--- config.mk ---
export PLATFORM = sky130hd
export DESIGN_NAME = lc3b_core
export DESIGN_NICKNAME = d
export VERILOG_FILES = /design/src/lc3b_types.sv /design/src/lc3b_control_gen.sv /design/src/lc3b_stage_reg.sv /design/src/lc3b_regfile.sv /design/src/lc3b_alu.sv /design/src/lc3b_axil_port.sv /design/src/lc3b_core.sv
export SDC_FILE = /design/constraint.sdc
export NUM_CORES = 1
export LEC_CHECK = 0
export BUFFER_PORTS_ARGS = -buffer_cell sky130_fd_sc_hd__buf_2
export CAP_MARGIN = 25
export CORE_AREA = 2 2 180 182
export CTS_CLUSTER_SIZE = 30
export DETAILED_ROUTE_END_ITERATION = 10
export DIE_AREA = 0 0 182 184
export PLACE_DENSITY = 0.88
export SYNTH_ARGS = -nofsm -noshare
export SYNTH_HDL_FRONTEND = slang
export SYNTH_SLANG_ARGS = --single-unit
--- constraint.sdc ---
create_clock -name clk -period 11.3 [get_ports clk]
set_input_delay 2.26 -clock clk [delete_from_list [all_inputs] [get_ports clk]]
set_output_delay 2.26 -clock clk [all_outputs]
set_load 0.005 [all_outputs]
--- src/lc3b_types.sv ---
`default_nettype none

package lc3b_types;

	////////////////////////////////////////////////////////////
	// data and register index types.
	////////////////////////////////////////////////////////////

	typedef logic [15:0] lc3b_word;
	typedef logic [2:0]  lc3b_reg;

	// opcode encodings of the lc-3b isa.
	typedef enum logic [3:0] {
		op_br   = 4'b0000,
		op_add  = 4'b0001,
		op_ldb  = 4'b0010,
		op_stb  = 4'b0011,
		op_jsr  = 4'b0100,
		op_and  = 4'b0101,
		op_ldr  = 4'b0110,
		op_str  = 4'b0111,
		op_rti  = 4'b1000,
		op_not  = 4'b1001,
		op_ldi  = 4'b1010,
		op_sti  = 4'b1011,
		op_jmp  = 4'b1100,
		op_shf  = 4'b1101,
		op_lea  = 4'b1110,
		op_trap = 4'b1111
	} lc3b_opcode;

	typedef enum logic [2:0] {
		alu_add,
		alu_and,
		alu_not,
		alu_pass,
		alu_sll,
		alu_srl,
		alu_sra
	} lc3b_aluop;

	// second alu operand source.
	typedef enum logic [1:0] {
		reg_sr2,
		imm5,
		shamt4
	} lc3b_alumux_sel;

	typedef enum logic {
		wb_alu,
		wb_lea
	} lc3b_wbmux_sel;

	////////////////////////////////////////////////////////////
	// control word and stage payloads.
	////////////////////////////////////////////////////////////

	typedef struct packed {
		lc3b_opcode     opcode;
		lc3b_aluop      aluop;
		lc3b_alumux_sel alumux_sel;
		lc3b_wbmux_sel  wbmux_sel;
		logic           regfile_load;
		logic           cc_load;
		logic           legal;
	} lc3b_control;

	typedef struct packed {
		lc3b_word instr;
		lc3b_word pc_next;
	} lc3b_if_id;

	typedef struct packed {
		lc3b_control ctrl;
		lc3b_reg     dest;
		lc3b_word    a;
		lc3b_word    b;
		lc3b_word    imm;
		logic [3:0]  shamt;
		lc3b_word    lea_addr;
	} lc3b_id_ex;

	typedef struct packed {
		lc3b_control ctrl;
		lc3b_reg     dest;
		lc3b_word    result;
	} lc3b_ex_wb;

	////////////////////////////////////////////////////////////
	// host address map and constants.
	////////////////////////////////////////////////////////////

	localparam logic [7:0]  addr_instr       = 8'h00;
	localparam logic [7:0]  addr_status      = 8'h04;
	localparam logic [7:0]  addr_reg_base    = 8'h20;
	localparam lc3b_word    pc_reset         = 16'h3000;
	localparam logic [1:0]  axil_resp_okay   = 2'b00;
	localparam logic [1:0]  axil_resp_slverr = 2'b10;

endpackage

`default_nettype wire

--- src/lc3b_control_gen.sv ---
`default_nettype none

module lc3b_control_gen import lc3b_types::*; (
	input  lc3b_opcode  opcode,
	input  logic [11:0] ir_bits,
	output lc3b_control ctrl
);

	always_comb begin
		// defaults describe an instruction that changes nothing.
		ctrl.opcode       = opcode;
		ctrl.aluop        = alu_add;
		ctrl.alumux_sel   = reg_sr2;
		ctrl.wbmux_sel    = wb_alu;
		ctrl.regfile_load = 1'b0;
		ctrl.cc_load      = 1'b0;
		ctrl.legal        = 1'b0;

		case (opcode)
			op_add: begin
				// bit 5 picks the immediate form.
				if (ir_bits[5])
					ctrl.alumux_sel = imm5;
				else
					ctrl.alumux_sel = reg_sr2;
				ctrl.regfile_load = 1'b1;
				ctrl.cc_load      = 1'b1;
				ctrl.legal        = 1'b1;
			end
			op_and: begin
				if (ir_bits[5])
					ctrl.alumux_sel = imm5;
				else
					ctrl.alumux_sel = reg_sr2;
				ctrl.aluop        = alu_and;
				ctrl.regfile_load = 1'b1;
				ctrl.cc_load      = 1'b1;
				ctrl.legal        = 1'b1;
			end
			op_not: begin
				ctrl.aluop        = alu_not;
				ctrl.regfile_load = 1'b1;
				ctrl.cc_load      = 1'b1;
				ctrl.legal        = 1'b1;
			end
			op_shf: begin
				// bit 4 is direction, bit 5 arithmetic for right shifts.
				ctrl.alumux_sel = shamt4;
				if (!ir_bits[4])
					ctrl.aluop = alu_sll;
				else if (!ir_bits[5])
					ctrl.aluop = alu_srl;
				else
					ctrl.aluop = alu_sra;
				ctrl.regfile_load = 1'b1;
				ctrl.cc_load      = 1'b1;
				ctrl.legal        = 1'b1;
			end
			op_lea: begin
				ctrl.wbmux_sel    = wb_lea;
				ctrl.regfile_load = 1'b1;
				ctrl.cc_load      = 1'b1;
				ctrl.legal        = 1'b1;
			end
			default: begin
				// branches, jumps, traps and memory ops retire as no-ops.
				ctrl.legal = 1'b0;
			end
		endcase
	end

endmodule : lc3b_control_gen

`default_nettype wire

--- src/lc3b_stage_reg.sv ---
`default_nettype none

module lc3b_stage_reg #(
	parameter type payload_t = logic
) (
	input  logic     clk,
	input  logic     arst_n,
	input  logic     valid_in,
	input  payload_t data_in,
	output logic     valid,
	output payload_t data
);

	always_ff @(posedge clk or negedge arst_n) begin
		if (!arst_n)
			valid <= 1'b0;
		else
			valid <= valid_in;
	end

	// payload only moves with a valid instruction.
	always_ff @(posedge clk) begin
		if (valid_in)
			data <= data_in;
	end

endmodule : lc3b_stage_reg

`default_nettype wire

--- src/lc3b_regfile.sv ---
`default_nettype none

module lc3b_regfile import lc3b_types::*; (
	input  logic     clk,
	input  logic     arst_n,
	input  logic     load,
	input  lc3b_reg  dest,
	input  lc3b_word wdata,
	input  lc3b_reg  sr1,
	input  lc3b_reg  sr2,
	input  lc3b_reg  host_sel,
	output lc3b_word sr1_data,
	output lc3b_word sr2_data,
	output lc3b_word host_data
);

	lc3b_word regs [8];

	always_ff @(posedge clk or negedge arst_n) begin
		if (!arst_n) begin
			for (int i = 0; i < 8; i++)
				regs[i] <= '0;
		end else if (load) begin
			regs[dest] <= wdata;
		end
	end

	// write-first: a same-cycle write is seen by decode.
	assign sr1_data = (load && dest == sr1) ? wdata : regs[sr1];
	assign sr2_data = (load && dest == sr2) ? wdata : regs[sr2];

	assign host_data = regs[host_sel];

endmodule : lc3b_regfile

`default_nettype wire

--- src/lc3b_alu.sv ---
`default_nettype none

module lc3b_alu import lc3b_types::*; (
	input  lc3b_aluop      aluop,
	input  lc3b_alumux_sel alumux_sel,
	input  lc3b_word       a,
	input  lc3b_word       b,
	input  lc3b_word       imm,
	input  logic [3:0]     shamt,
	output lc3b_word       result
);

	lc3b_word op2;

	// second operand mux.
	always_comb begin
		case (alumux_sel)
			imm5:    op2 = imm;
			shamt4:  op2 = {12'h000, shamt};
			default: op2 = b;
		endcase
	end

	always_comb begin
		case (aluop)
			alu_add:  result = a + op2;
			alu_and:  result = a & op2;
			alu_not:  result = ~a;
			alu_pass: result = a;
			alu_sll:  result = a << op2[3:0];
			alu_srl:  result = a >> op2[3:0];
			alu_sra:  result = $signed(a) >>> op2[3:0];
			default:  result = a;
		endcase
	end

endmodule : lc3b_alu

`default_nettype wire

--- src/lc3b_axil_port.sv ---
`default_nettype none

module lc3b_axil_port import lc3b_types::*; (
	input  logic        clk,
	input  logic        arst_n,
	input  logic [7:0]  awaddr,
	input  logic        awvalid,
	output logic        awready,
	input  logic [31:0] wdata,
	input  logic [3:0]  wstrb,
	input  logic        wvalid,
	output logic        wready,
	output logic [1:0]  bresp,
	output logic        bvalid,
	input  logic        bready,
	input  logic [7:0]  araddr,
	input  logic        arvalid,
	output logic        arready,
	output logic [31:0] rdata,
	output logic [1:0]  rresp,
	output logic        rvalid,
	input  logic        rready,
	output logic        instr_valid,
	output lc3b_word    instr,
	output lc3b_reg     host_rd_addr,
	input  lc3b_word    host_rd_data,
	input  logic [31:0] status
);

	logic instr_hit;
	logic reg_hit;
	logic status_hit;

	////////////////////////////////////////////////////////////
	// write channel.
	////////////////////////////////////////////////////////////

	// address and data are taken together, never while a response waits.
	assign awready = awvalid && wvalid && !bvalid;
	assign wready  = awready;

	// the instruction needs its low half fully written.
	assign instr_hit   = (awaddr == addr_instr) && (wstrb[1:0] == 2'b11);
	assign instr_valid = awready && instr_hit;
	assign instr       = wdata[15:0];

	always_ff @(posedge clk or negedge arst_n) begin
		if (!arst_n)
			bvalid <= 1'b0;
		else if (awready)
			bvalid <= 1'b1;
		else if (bready)
			bvalid <= 1'b0;
	end

	always_ff @(posedge clk) begin
		if (awready)
			bresp <= instr_hit ? axil_resp_okay : axil_resp_slverr;
	end

	////////////////////////////////////////////////////////////
	// read channel.
	////////////////////////////////////////////////////////////

	assign arready = arvalid && !rvalid;

	// registers sit at 0x20 + 4n.
	assign reg_hit      = (araddr[7:5] == addr_reg_base[7:5]) && (araddr[1:0] == 2'b00);
	assign status_hit   = (araddr == addr_status);
	assign host_rd_addr = araddr[4:2];

	always_ff @(posedge clk or negedge arst_n) begin
		if (!arst_n)
			rvalid <= 1'b0;
		else if (arready)
			rvalid <= 1'b1;
		else if (rready)
			rvalid <= 1'b0;
	end

	always_ff @(posedge clk) begin
		if (arready) begin
			if (reg_hit) begin
				rdata <= {16'h0000, host_rd_data};
				rresp <= axil_resp_okay;
			end else if (status_hit) begin
				rdata <= status;
				rresp <= axil_resp_okay;
			end else begin
				rdata <= '0;
				rresp <= axil_resp_slverr;
			end
		end
	end

endmodule : lc3b_axil_port

`default_nettype wire

--- src/lc3b_core.sv ---
`default_nettype none

module lc3b_core import lc3b_types::*; (
	input  logic        clk,
	input  logic        arst_n,
	input  logic [7:0]  awaddr,
	input  logic        awvalid,
	output logic        awready,
	input  logic [31:0] wdata,
	input  logic [3:0]  wstrb,
	input  logic        wvalid,
	output logic        wready,
	output logic [1:0]  bresp,
	output logic        bvalid,
	input  logic        bready,
	input  logic [7:0]  araddr,
	input  logic        arvalid,
	output logic        arready,
	output logic [31:0] rdata,
	output logic [1:0]  rresp,
	output logic        rvalid,
	input  logic        rready
);

	logic        instr_valid;
	lc3b_word    instr;
	lc3b_reg     host_rd_addr;
	lc3b_word    host_rd_data;
	logic [31:0] status;
	lc3b_word    pc;
	lc3b_word    pc_next;
	lc3b_if_id   if_id_in;
	lc3b_if_id   if_id_data;
	logic        if_id_valid;
	lc3b_id_ex   id_ex_in;
	lc3b_id_ex   id_ex_data;
	logic        id_ex_valid;
	lc3b_ex_wb   ex_wb_in;
	lc3b_ex_wb   ex_wb_data;
	logic        ex_wb_valid;
	lc3b_opcode  opcode;
	lc3b_control ctrl;
	lc3b_reg     sr1;
	lc3b_reg     sr2;
	lc3b_word    sr1_rf;
	lc3b_word    sr2_rf;
	lc3b_word    alu_result;
	lc3b_word    ex_result;
	logic        rf_load;
	logic        busy;
	logic [2:0]  nzp;
	logic [7:0]  retired_count;
	logic [7:0]  illegal_count;

	// nearest producer wins, then the register file.
	function automatic lc3b_word forward(input lc3b_reg sel, input lc3b_word rf_value);
		if (id_ex_valid && id_ex_data.ctrl.regfile_load && id_ex_data.dest == sel)
			return ex_result;
		if (ex_wb_valid && ex_wb_data.ctrl.regfile_load && ex_wb_data.dest == sel)
			return ex_wb_data.result;
		return rf_value;
	endfunction

	lc3b_axil_port axil_port_inst (
		.clk, .arst_n,
		.awaddr, .awvalid, .awready, .wdata, .wstrb, .wvalid, .wready,
		.bresp, .bvalid, .bready,
		.araddr, .arvalid, .arready, .rdata, .rresp, .rvalid, .rready,
		.instr_valid, .instr, .host_rd_addr, .host_rd_data, .status
	);

	////////////////////////////////////////////////////////////
	// fetch: pc and the if_id stage.
	////////////////////////////////////////////////////////////

	assign pc_next = pc + 16'd2;

	always_ff @(posedge clk or negedge arst_n) begin
		if (!arst_n)
			pc <= pc_reset;
		else if (instr_valid)
			pc <= pc_next;
	end

	assign if_id_in.instr   = instr;
	assign if_id_in.pc_next = pc_next;

	lc3b_stage_reg #(.payload_t(lc3b_if_id)) if_id (
		.clk, .arst_n,
		.valid_in(instr_valid), .data_in(if_id_in),
		.valid(if_id_valid), .data(if_id_data)
	);

	////////////////////////////////////////////////////////////
	// decode: control word, operands and the lea address.
	////////////////////////////////////////////////////////////

	assign opcode = lc3b_opcode'(if_id_data.instr[15:12]);
	assign sr1    = if_id_data.instr[8:6];
	assign sr2    = if_id_data.instr[2:0];

	lc3b_control_gen control_gen_inst (
		.opcode, .ir_bits(if_id_data.instr[11:0]), .ctrl
	);

	lc3b_regfile regfile_inst (
		.clk, .arst_n,
		.load(rf_load), .dest(ex_wb_data.dest), .wdata(ex_wb_data.result),
		.sr1, .sr2, .host_sel(host_rd_addr),
		.sr1_data(sr1_rf), .sr2_data(sr2_rf), .host_data(host_rd_data)
	);

	always_comb begin
		id_ex_in.ctrl  = ctrl;
		id_ex_in.dest  = if_id_data.instr[11:9];
		id_ex_in.a     = forward(sr1, sr1_rf);
		id_ex_in.b     = forward(sr2, sr2_rf);
		id_ex_in.imm   = {{11{if_id_data.instr[4]}}, if_id_data.instr[4:0]};
		id_ex_in.shamt = if_id_data.instr[3:0];
		// pc+2 plus the word offset.
		id_ex_in.lea_addr = if_id_data.pc_next +
			{{6{if_id_data.instr[8]}}, if_id_data.instr[8:0], 1'b0};
	end

	lc3b_stage_reg #(.payload_t(lc3b_id_ex)) id_ex (
		.clk, .arst_n,
		.valid_in(if_id_valid), .data_in(id_ex_in),
		.valid(id_ex_valid), .data(id_ex_data)
	);

	// execute.
	lc3b_alu alu_inst (
		.aluop(id_ex_data.ctrl.aluop), .alumux_sel(id_ex_data.ctrl.alumux_sel),
		.a(id_ex_data.a), .b(id_ex_data.b), .imm(id_ex_data.imm),
		.shamt(id_ex_data.shamt), .result(alu_result)
	);

	assign ex_result = (id_ex_data.ctrl.wbmux_sel == wb_lea) ? id_ex_data.lea_addr : alu_result;

	assign ex_wb_in.ctrl   = id_ex_data.ctrl;
	assign ex_wb_in.dest   = id_ex_data.dest;
	assign ex_wb_in.result = ex_result;

	lc3b_stage_reg #(.payload_t(lc3b_ex_wb)) ex_wb (
		.clk, .arst_n,
		.valid_in(id_ex_valid), .data_in(ex_wb_in),
		.valid(ex_wb_valid), .data(ex_wb_data)
	);

	////////////////////////////////////////////////////////////
	// writeback: condition codes, counters and status.
	////////////////////////////////////////////////////////////

	assign rf_load = ex_wb_valid && ex_wb_data.ctrl.regfile_load;

	always_ff @(posedge clk or negedge arst_n) begin
		if (!arst_n) begin
			nzp           <= 3'b010;
			retired_count <= '0;
			illegal_count <= '0;
		end else if (ex_wb_valid) begin
			if (ex_wb_data.ctrl.cc_load)
				nzp <= {ex_wb_data.result[15], ex_wb_data.result == 16'h0000,
					!ex_wb_data.result[15] && ex_wb_data.result != 16'h0000};
			if (ex_wb_data.ctrl.legal)
				retired_count <= retired_count + 8'd1;
			else
				illegal_count <= illegal_count + 8'd1;
		end
	end

	assign busy   = if_id_valid || id_ex_valid || ex_wb_valid;
	assign status = {8'h00, illegal_count, retired_count, 4'h0, busy, nzp};

endmodule : lc3b_core

`default_nettype wire

==> flow_summary.toml, run 1 <==
[place]
port-buffer-count = 71
place_congestion = 0.971
dp_hpwl_um = 34000

[setup_path]
crit_required_ps = 11600
crit_path_end = "id_ex.data[50]"
crit_type = "reg2reg"
r2r_slack_ps = 5960
end_kind = "register"
r2r_cells = 15
cp_slowest_stage_delay_ps = 610
startpoint = "id_ex.data[75]"
rr_startpoint = "id_ex.data[75]"
path_cells = "inv_1 > ha_1 > buf_4 > nand2_1 > o21ai_4 > inv_2 > fa_1 > nand3b_1 > a21boi_0 > o21a_1 > o31ai_1 > o21ai_0 > mux2i_1 > o32ai_2 > o21ai_1"
r2r-end = "id_ex.data[50]"
crit_arrival_ps = 5640
critPathBufInv = 3
crit_fanout = 50
slowest_stage = "fa_1"
start_kind = "register"
crit_family = "compound AO/OA/AOI/OAI gates"
cp.depth = 15

[pwr]
pwr-share-comb_pct = 2.3
switching_share_pct = 20.7
clkPwrFrac_pct = 47.0
sequentialPowerShare_pct = 50.8
p_int_mw = 1.83
power_switching_mw = 0.476
power_density_nw_per_um2 = 113
p_leak_nw = 8.58
ir_drop_v = 0.000202

[timing]
rsz0062_at_grt = "false"
final_max_slew_viol_count = 0
fmax_mhz = 187
relSlewSlack_pct = 22.4
timing.hold.ws_ps = 427
setup_violations = 0
tightest_slew_ps = 1160
worst_clock_skew_ps = 29.2
fin_crit_ps = 5340
timing.final.crit_share_pct = 47.3
fin_setup_tns_ps = 0
final-hold-violation-count = 0

[grt]
grt_pass1_vias = 14400
grt-ovfl-total = 0
antenna_found_initial = 1
grt_pass1_wl_um = 82400
grt_max_degree = 91
grt_usage_pct = 31.9

[final_layout]
num_antenna_cells = 0
drive_gt1_share_pct = 24.8
areaGrowthSynthToFinish_pct = 9.01
fillers = 2167
nets = 1718

[logic_synthesis]
syn_area_um2 = 18700
syn_inst = 1611
synthArstFlopShare_pct = 54.6
ys_ff_latch = 306
syn_area_per_cell_um2 = 11.6
ys.flop_type = "dfrtp_1"
yosysMostFrequentCell = "dfrtp_1"
yosysUniqueCellTypes = 75
ys_seq_area_share_pct = 44.7
ys.warnings.count = 0
yosysTopAreaCell = "edfxtp_1"
yosysTopAreaCellShare_pct = 22.3
synth-edff-count = 139
netlist_top_cells_area = "edfxtp_1 22%, dfrtp_1 22%, mux4_2 12%"
yosys-top-cells-count = "164 x dfrtp_1, 139 x edfxtp_1, 132 x mux2_2, 119 x nand2_1, 99 x mux4_2"

[clocking]
clk_path_buf_depth = 3
post-cts-setup-buffers = 0
path_clk_slew_ps = 60
hold_buffers = 0
cts_root_buf = "clkbuf_16"
cts.sinks = 306
cts-htree-levels = 1
cts_made_buffers = 30
clock_latency_ps = 590
cts_tree = "yes"
cts_resized = 0

[route]
ant_nets = 0
dr.pass1.iters = 6
post_drt_wl_per_cell_um = 26.0
via_per_inst = 7.10
wl_um = 53200
first_iter_violations = 2010
vias = 14500
drcViolationCount = 0

[floorplanning]
boundaryPins = 100
start_util_pct = 59.5
core-area_um2 = 31400
fp-row-count = 65
dieArea_um2 = 33500
fp.dieH_um = 184
die-width_um = 182

[min_path]
min_path_type = "reg2reg"

[run]
cap_violations = 0

[status]
status = "complete, no violations"
## cell type report
type	instances	area [um2]	area share, %
inverter	56	210	1.03
clock buffer	38	801	3.93
tap	402	503	2.47
sequential	306	8360	41.0
timing repair buffer	104	644	3.16
clock inverter	18	272	1.33
multi-input combinational	1122	9580	47.0
## sequential cells by signal (all words and copies together) (netlist names), 3 cells and up
name	count
axil_port_inst.rdata	24
regfile_inst.regs	128
illegal_count	8
retired_count	8
if_id.data	31
ex_wb.data	20
id_ex.data	62
pc	15
nzp	3
## worst min path at each step
| stage | slack [ps] | endpoint | cells past startpoint | startpoint |
|---|---|---|---|---|
| 2_1_floorplan | 400 | id_ex.data[68] | 0 | if_id.data[25] |
| 3_3_place_gp | 410 | id_ex.data[69] | 0 | if_id.data[26] |
| 3_5_place_dp | 410 | id_ex.data[69] | 0 | if_id.data[26] |
| 4_1_cts | 430 | id_ex.data[69] | 0 | if_id.data[26] |
| 5_1_grt | 450 | id_ex.data[69] | 0 | if_id.data[26] |
| 6_report | 430 | id_ex.data[69] | 0 | if_id.data[26] |
## placed cells by master (no fill, tap or decap), types with 6 or more instances in the layout
cell type and n:
xor2_1 33, a221oi_1 7, a211oi_1 9, xnor2_1 40, buf_2 70, mux4_2 99, a31oi_1 19, and2_1 13
clkbuf_1 6, o21bai_1 9, mux2i_1 66, and3_1 14, nor3_1 13, conb_1 10, clkinv_2 7, o2111ai_1 10
nor2_1 85, buf_4 30, nand2b_1 6, nand2_1 119, nand3_1 24, a21o_1 13, a22oi_1 11, inv_1 52
nand4_1 12, nor4_1 11, dfrtp_1 163, o21ai_0 74, o21ai_1 26, bufinv_16 6, mux2_2 132, ha_1 37
a21oi_1 65, nor2b_1 10, o211ai_1 75, edfxtp_1 139, clkbuf_16 30, o31ai_1 6
## cells by family (layout without fill, tap and decap cells)
logic type | after synthesis | count (layout) | synth area share, %
and+or+nand+nor | 337 | 337 | 8.47
AOI/OAI and AO/OA | 366 | 366 | 12.9
DFF | 306 | 306 | 44.7
xor gates and xnor gates | 73 | 73 | 3.42
buffers and inverters | 192 | 216 | 4.31
muxes | 297 | 297 | 23.4
other | 1 | 10 | 0.0201
adders and majority gates | 39 | 39 | 2.69
## power groups by stage
stage	registers [mW]	clock network (mW)	logic, mW
6_report	1.17	1.08	0.0522
5_1_grt	1.17	1.13	0.0572
4_1_cts	1.17	1.09	0.0516
3_5_place_dp	1.19	0	0.0507
3_3_place_gp	1.19	0	0.0487
2_1_floorplan	1.19	0	0.0211
## through the flow
| stage | area, um2 | power, mW | std cells | worst slack, ps | utilization, % |
|---|---|---|---|---|---|
| 2_1_floorplan | 18700 | 1.21 | 1620 | 5570 | - |
| 4_1_cts | 20300 | 2.31 | 2043 | 6030 | 64.7 |
| 3_3_place_gp | 19200 | 1.24 | 1987 | 6100 | 61.3 |
| 6_report | 20400 | 2.30 | 2046 | 5960 | 64.9 |
| 3_5_place_dp | 19200 | 1.24 | 1987 | 6030 | 61.3 |
| 5_1_grt | 20400 | 2.36 | 2046 | 5780 | 64.9 |
## layer usage
layer	up-vias	routed length, um	track usage (%)	part of all wire, %
met4	2	2680	16.4	5.0
met5	-	13	0	0.024
met2	1066	25300	50.9	47
met3	205	5500	5.25	10
met1	7134	19700	42.7	37
li1	6118	-	-	-
Note: power is estimated with default switching activity, not from simulation.
==> run 2, diff against run 1 <==
--- a/config.mk
+++ b/config.mk
@@ -5,13 +5,14 @@
 export SDC_FILE = /design/constraint.sdc
 export NUM_CORES = 1
 export LEC_CHECK = 0
+export ABC_AREA = 1
 export BUFFER_PORTS_ARGS = -buffer_cell sky130_fd_sc_hd__buf_2
 export CAP_MARGIN = 25
-export CORE_AREA = 2 2 180 182
+export CORE_AREA = 2 2 187 189
 export CTS_CLUSTER_SIZE = 30
 export DETAILED_ROUTE_END_ITERATION = 10
-export DIE_AREA = 0 0 182 184
-export PLACE_DENSITY = 0.88
+export DIE_AREA = 0 0 189 191
+export PLACE_DENSITY = 0.86
 export SYNTH_ARGS = -nofsm -noshare
 export SYNTH_HDL_FRONTEND = slang
 export SYNTH_SLANG_ARGS = --single-unit
==> constraint.sdc (replaced) <==
create_clock -name clk -period 4.77 [get_ports clk]
set_input_delay 0.954 -clock clk [delete_from_list [all_inputs] [get_ports clk]]
set_output_delay 0.954 -clock clk [all_outputs]
set_load 0.005 [all_outputs]
==> run 2 against run 1 <==
  * Sequential power rose by 140%
  * Design area rose by 1.8%
  * Non-clock buffer count rose by 2
  * Largest power group unchanged
==> flow_summary.toml, run 2 <==
[status]
status = "complete, no violations"

[floorplanning]
boundaryPins = 100
core-area_um2 = 34100
die-width_um = 189
fp.dieH_um = 191
start_util_pct = 55.3
dieArea_um2 = 36100
fp-row-count = 68

[timing]
timing.final.crit_share_pct = 90.3
fin_crit_ps = 4310
rsz0062_at_grt = "false"
relSlewSlack_pct = 26.9
fmax_mhz = 232
fin_setup_tns_ps = 0
final-hold-violation-count = 0
worst_clock_skew_ps = 21.2
tightest_slew_ps = 1100
setup_violations = 0
final_max_slew_viol_count = 0

[logic_synthesis]
yosysUniqueCellTypes = 58
yosys-top-cells-count = "588 x nand2_1, 412 x o21ai_0, 192 x inv_1, 170 x nand3_1, 164 x dfrtp_1"
synthArstFlopShare_pct = 54.6
ys_seq_area_share_pct = 44.3
syn_area_per_cell_um2 = 7.72
synthAdderAreaFrac_pct = 2.66
yosysMostFrequentCell = "nand2_1"
synth-edff-count = 139
netlist_top_cells_area = "edfxtp_1 22%, dfrtp_1 22%, nand2_1 12%"
syn_area_um2 = 18900
ys.flop_type = "dfrtp_1"
syn_inst = 2444
synth-xor-area-share_pct = 2.13
muxShareOfSynthArea_pct = 0
synth_compound_area_share_pct = 20.8
synth-simple-area-share_pct = 22.4
ys_ff_latch = 306
ys.warnings.count = 0
yosysTopAreaCellShare_pct = 22.1
synth_top_family_by_area = "simple AND/OR/NAND/NOR gates"
yosysTopAreaCell = "edfxtp_1"

[route]
drcViolationCount = 0
post_drt_wl_per_cell_um = 20.5
vias = 18500
dr.pass1.iters = 7
first_iter_violations = 2943
via_per_inst = 6.33
wl_um = 60100
ant_nets = 0

[final_layout]
areaGrowthSynthToFinish_pct = 9.84
multi_input_area_um2 = 9150
drive_gt1_share_pct = 9.15
layout.cells.non_filler = 2926
register_area_um2 = 8360
final_cell_area_um2 = 20700
nets = 2543
num_antenna_cells = 0
largest_reg_flops = 128
fillers = 2849
mostFrequentLayoutCells = "588 x nand2_1, 412 x o21ai_0, 192 x inv_1"
largest_registers = "regfile_inst.regs: 128 flops, id_ex.data: 62 flops, if_id.data: 31 flops"
largest-register = "regfile_inst.regs"
final_common_cell = "nand2_1"

[setup_path]
cp.depth = 20
start_kind = "register"
r2r-end = "id_ex.data[66]"
crit_family = "simple AND/OR/NAND/NOR gates"
r2r_cells = 20
critPathBufInv = 2
r2r_slack_ps = 460
rr_startpoint = "id_ex.data[76]"
path_cells = "ha_1 > nand2_2 > nand2_4 > ha_1 > inv_1 > fa_1 > inv_1 > nand2_1 > o21ai_0 > nand2_1 > nand2_1 > nand3b_1 > nand2_1 > nand2_1 > nand3_1 > nand3_1 > nand2_1 > nand2_2 > nand2_1 > o21ai_1"
slowest_stage = "ha_1"
end_kind = "register"
cp_slowest_stage_delay_ps = 590
crit_arrival_ps = 4580
cpMostUsedCell = "nand2_1"
crit_type = "reg2reg"
crit_required_ps = 5040
crit_fanout = 19

[place]
dp_hpwl_um = 39900
port-buffer-count = 71
postPlaceCellArea_um2 = 19500
place_congestion = 0.963
dp.cells = 2862

[pwr]
power_density_nw_per_um2 = 274
clkPwrFrac_pct = 48.2
sequentialPowerShare_pct = 48.8
pwr-share-comb_pct = 3.0
switching_share_pct = 21.8
p_int_mw = 4.44
power_switching_mw = 1.24
p_leak_nw = 9.02
ir_drop_v = 0.000302

[min_path]
min_path_type = "in2async"

[clocking]
cts-htree-levels = 2
path_clk_slew_ps = 70
clock_latency_ps = 530
cts_root_buf = "clkbuf_16"
cts_resized = 0
cts_made_buffers = 34
cts_tree = "yes"
clk_path_buf_depth = 3
hold_buffers = 0
cts.sinks = 306
post-cts-setup-buffers = 0

[grt]
grt_util_met2_pct = 51.2
met1_usage_pct = 43.4
grt_usage_pct = 33.0
antenna_found_initial = 1
use_met3_pct = 7.25
grt_pass1_wl_um = 93800
grt-ovfl-total = 0
grt_max_degree = 107
busiest_layer = "met2"
grt_pass1_vias = 17400

[run]
cap_violations = 0
[run 2: cell count changes in the layout (fill, tap and decap cells not counted), moves of 28 or more]
cell / before / now
nor2_1: 85 / 141
nand3_1: 24 / 170
xnor2_1: 40 / 12
a21oi_1: 65 / 163
mux2_2: 132 / 0
mux4_2: 99 / 0
mux2i_1: 66 / 0
nand2_1: 119 / 588
inv_1: 52 / 192
o21ai_0: 74 / 412
[run 2: cells by family after synthesis]
group	count (synthesis)
fa+ha+maj	39
buf+inv	350
compound gates	714
simple gates	988
other cells	1
xor+xnor	46
flops	306
[run 2: power groups by stage]
stage | clock, mW | combinational, mW | sequential [mW]
finish | 2.74 | 0.170 | 2.77
global route | 2.85 | 0.187 | 2.77
CTS | 2.74 | 0.164 | 2.77
detailed placement | 0 | 0.163 | 2.82
global placement | 0 | 0.157 | 2.82
floorplan | 0 | 0.0781 | 2.83
[run 2: metal layers]
metal,up-vias,wire length (um),part of all wire (%)
li1,8347,-,-
met1,8526,22900,38
met2,1352,26700,44
met3,291,7150,12
met4,2,3370,5.6
met5,-,13,0.022
[run 2: worst max path at each step]
stage	slack, ps	end	from
3_3_place_gp	680	id_ex.data[66]	id_ex.data[76]
3_5_place_dp	570	id_ex.data[66]	id_ex.data[76]
4_1_cts	580	id_ex.data[66]	id_ex.data[76]
5_1_grt	240	id_ex.data[66]	id_ex.data[76]
2_1_floorplan	1480	id_ex.data[50]	id_ex.data[75]
6_report	460	id_ex.data[66]	id_ex.data[76]
[run 2: stage by stage]
stage          hold WS (ps)  worst slack [ps]  power, mW  util, %
2_1_floorplan           400              1480       2.90        -
3_3_place_gp            413               678       2.98     56.9
3_5_place_dp            412               572       2.99     57.3
4_1_cts                 426               578       5.68     60.6
5_1_grt                 191               242       5.81     60.8
6_report                196               462       5.68     60.8
[run 2: area by class of cell]
type | instances | share of cell area [%]
inverters | 200 | 3.63
well taps | 455 | 2.75
repair buffers | 106 | 3.63
clock inverters | 19 | 1.06
flip-flops and latches | 306 | 40.3
multi-input cells | 1797 | 44.1
clock buffers | 43 | 4.51
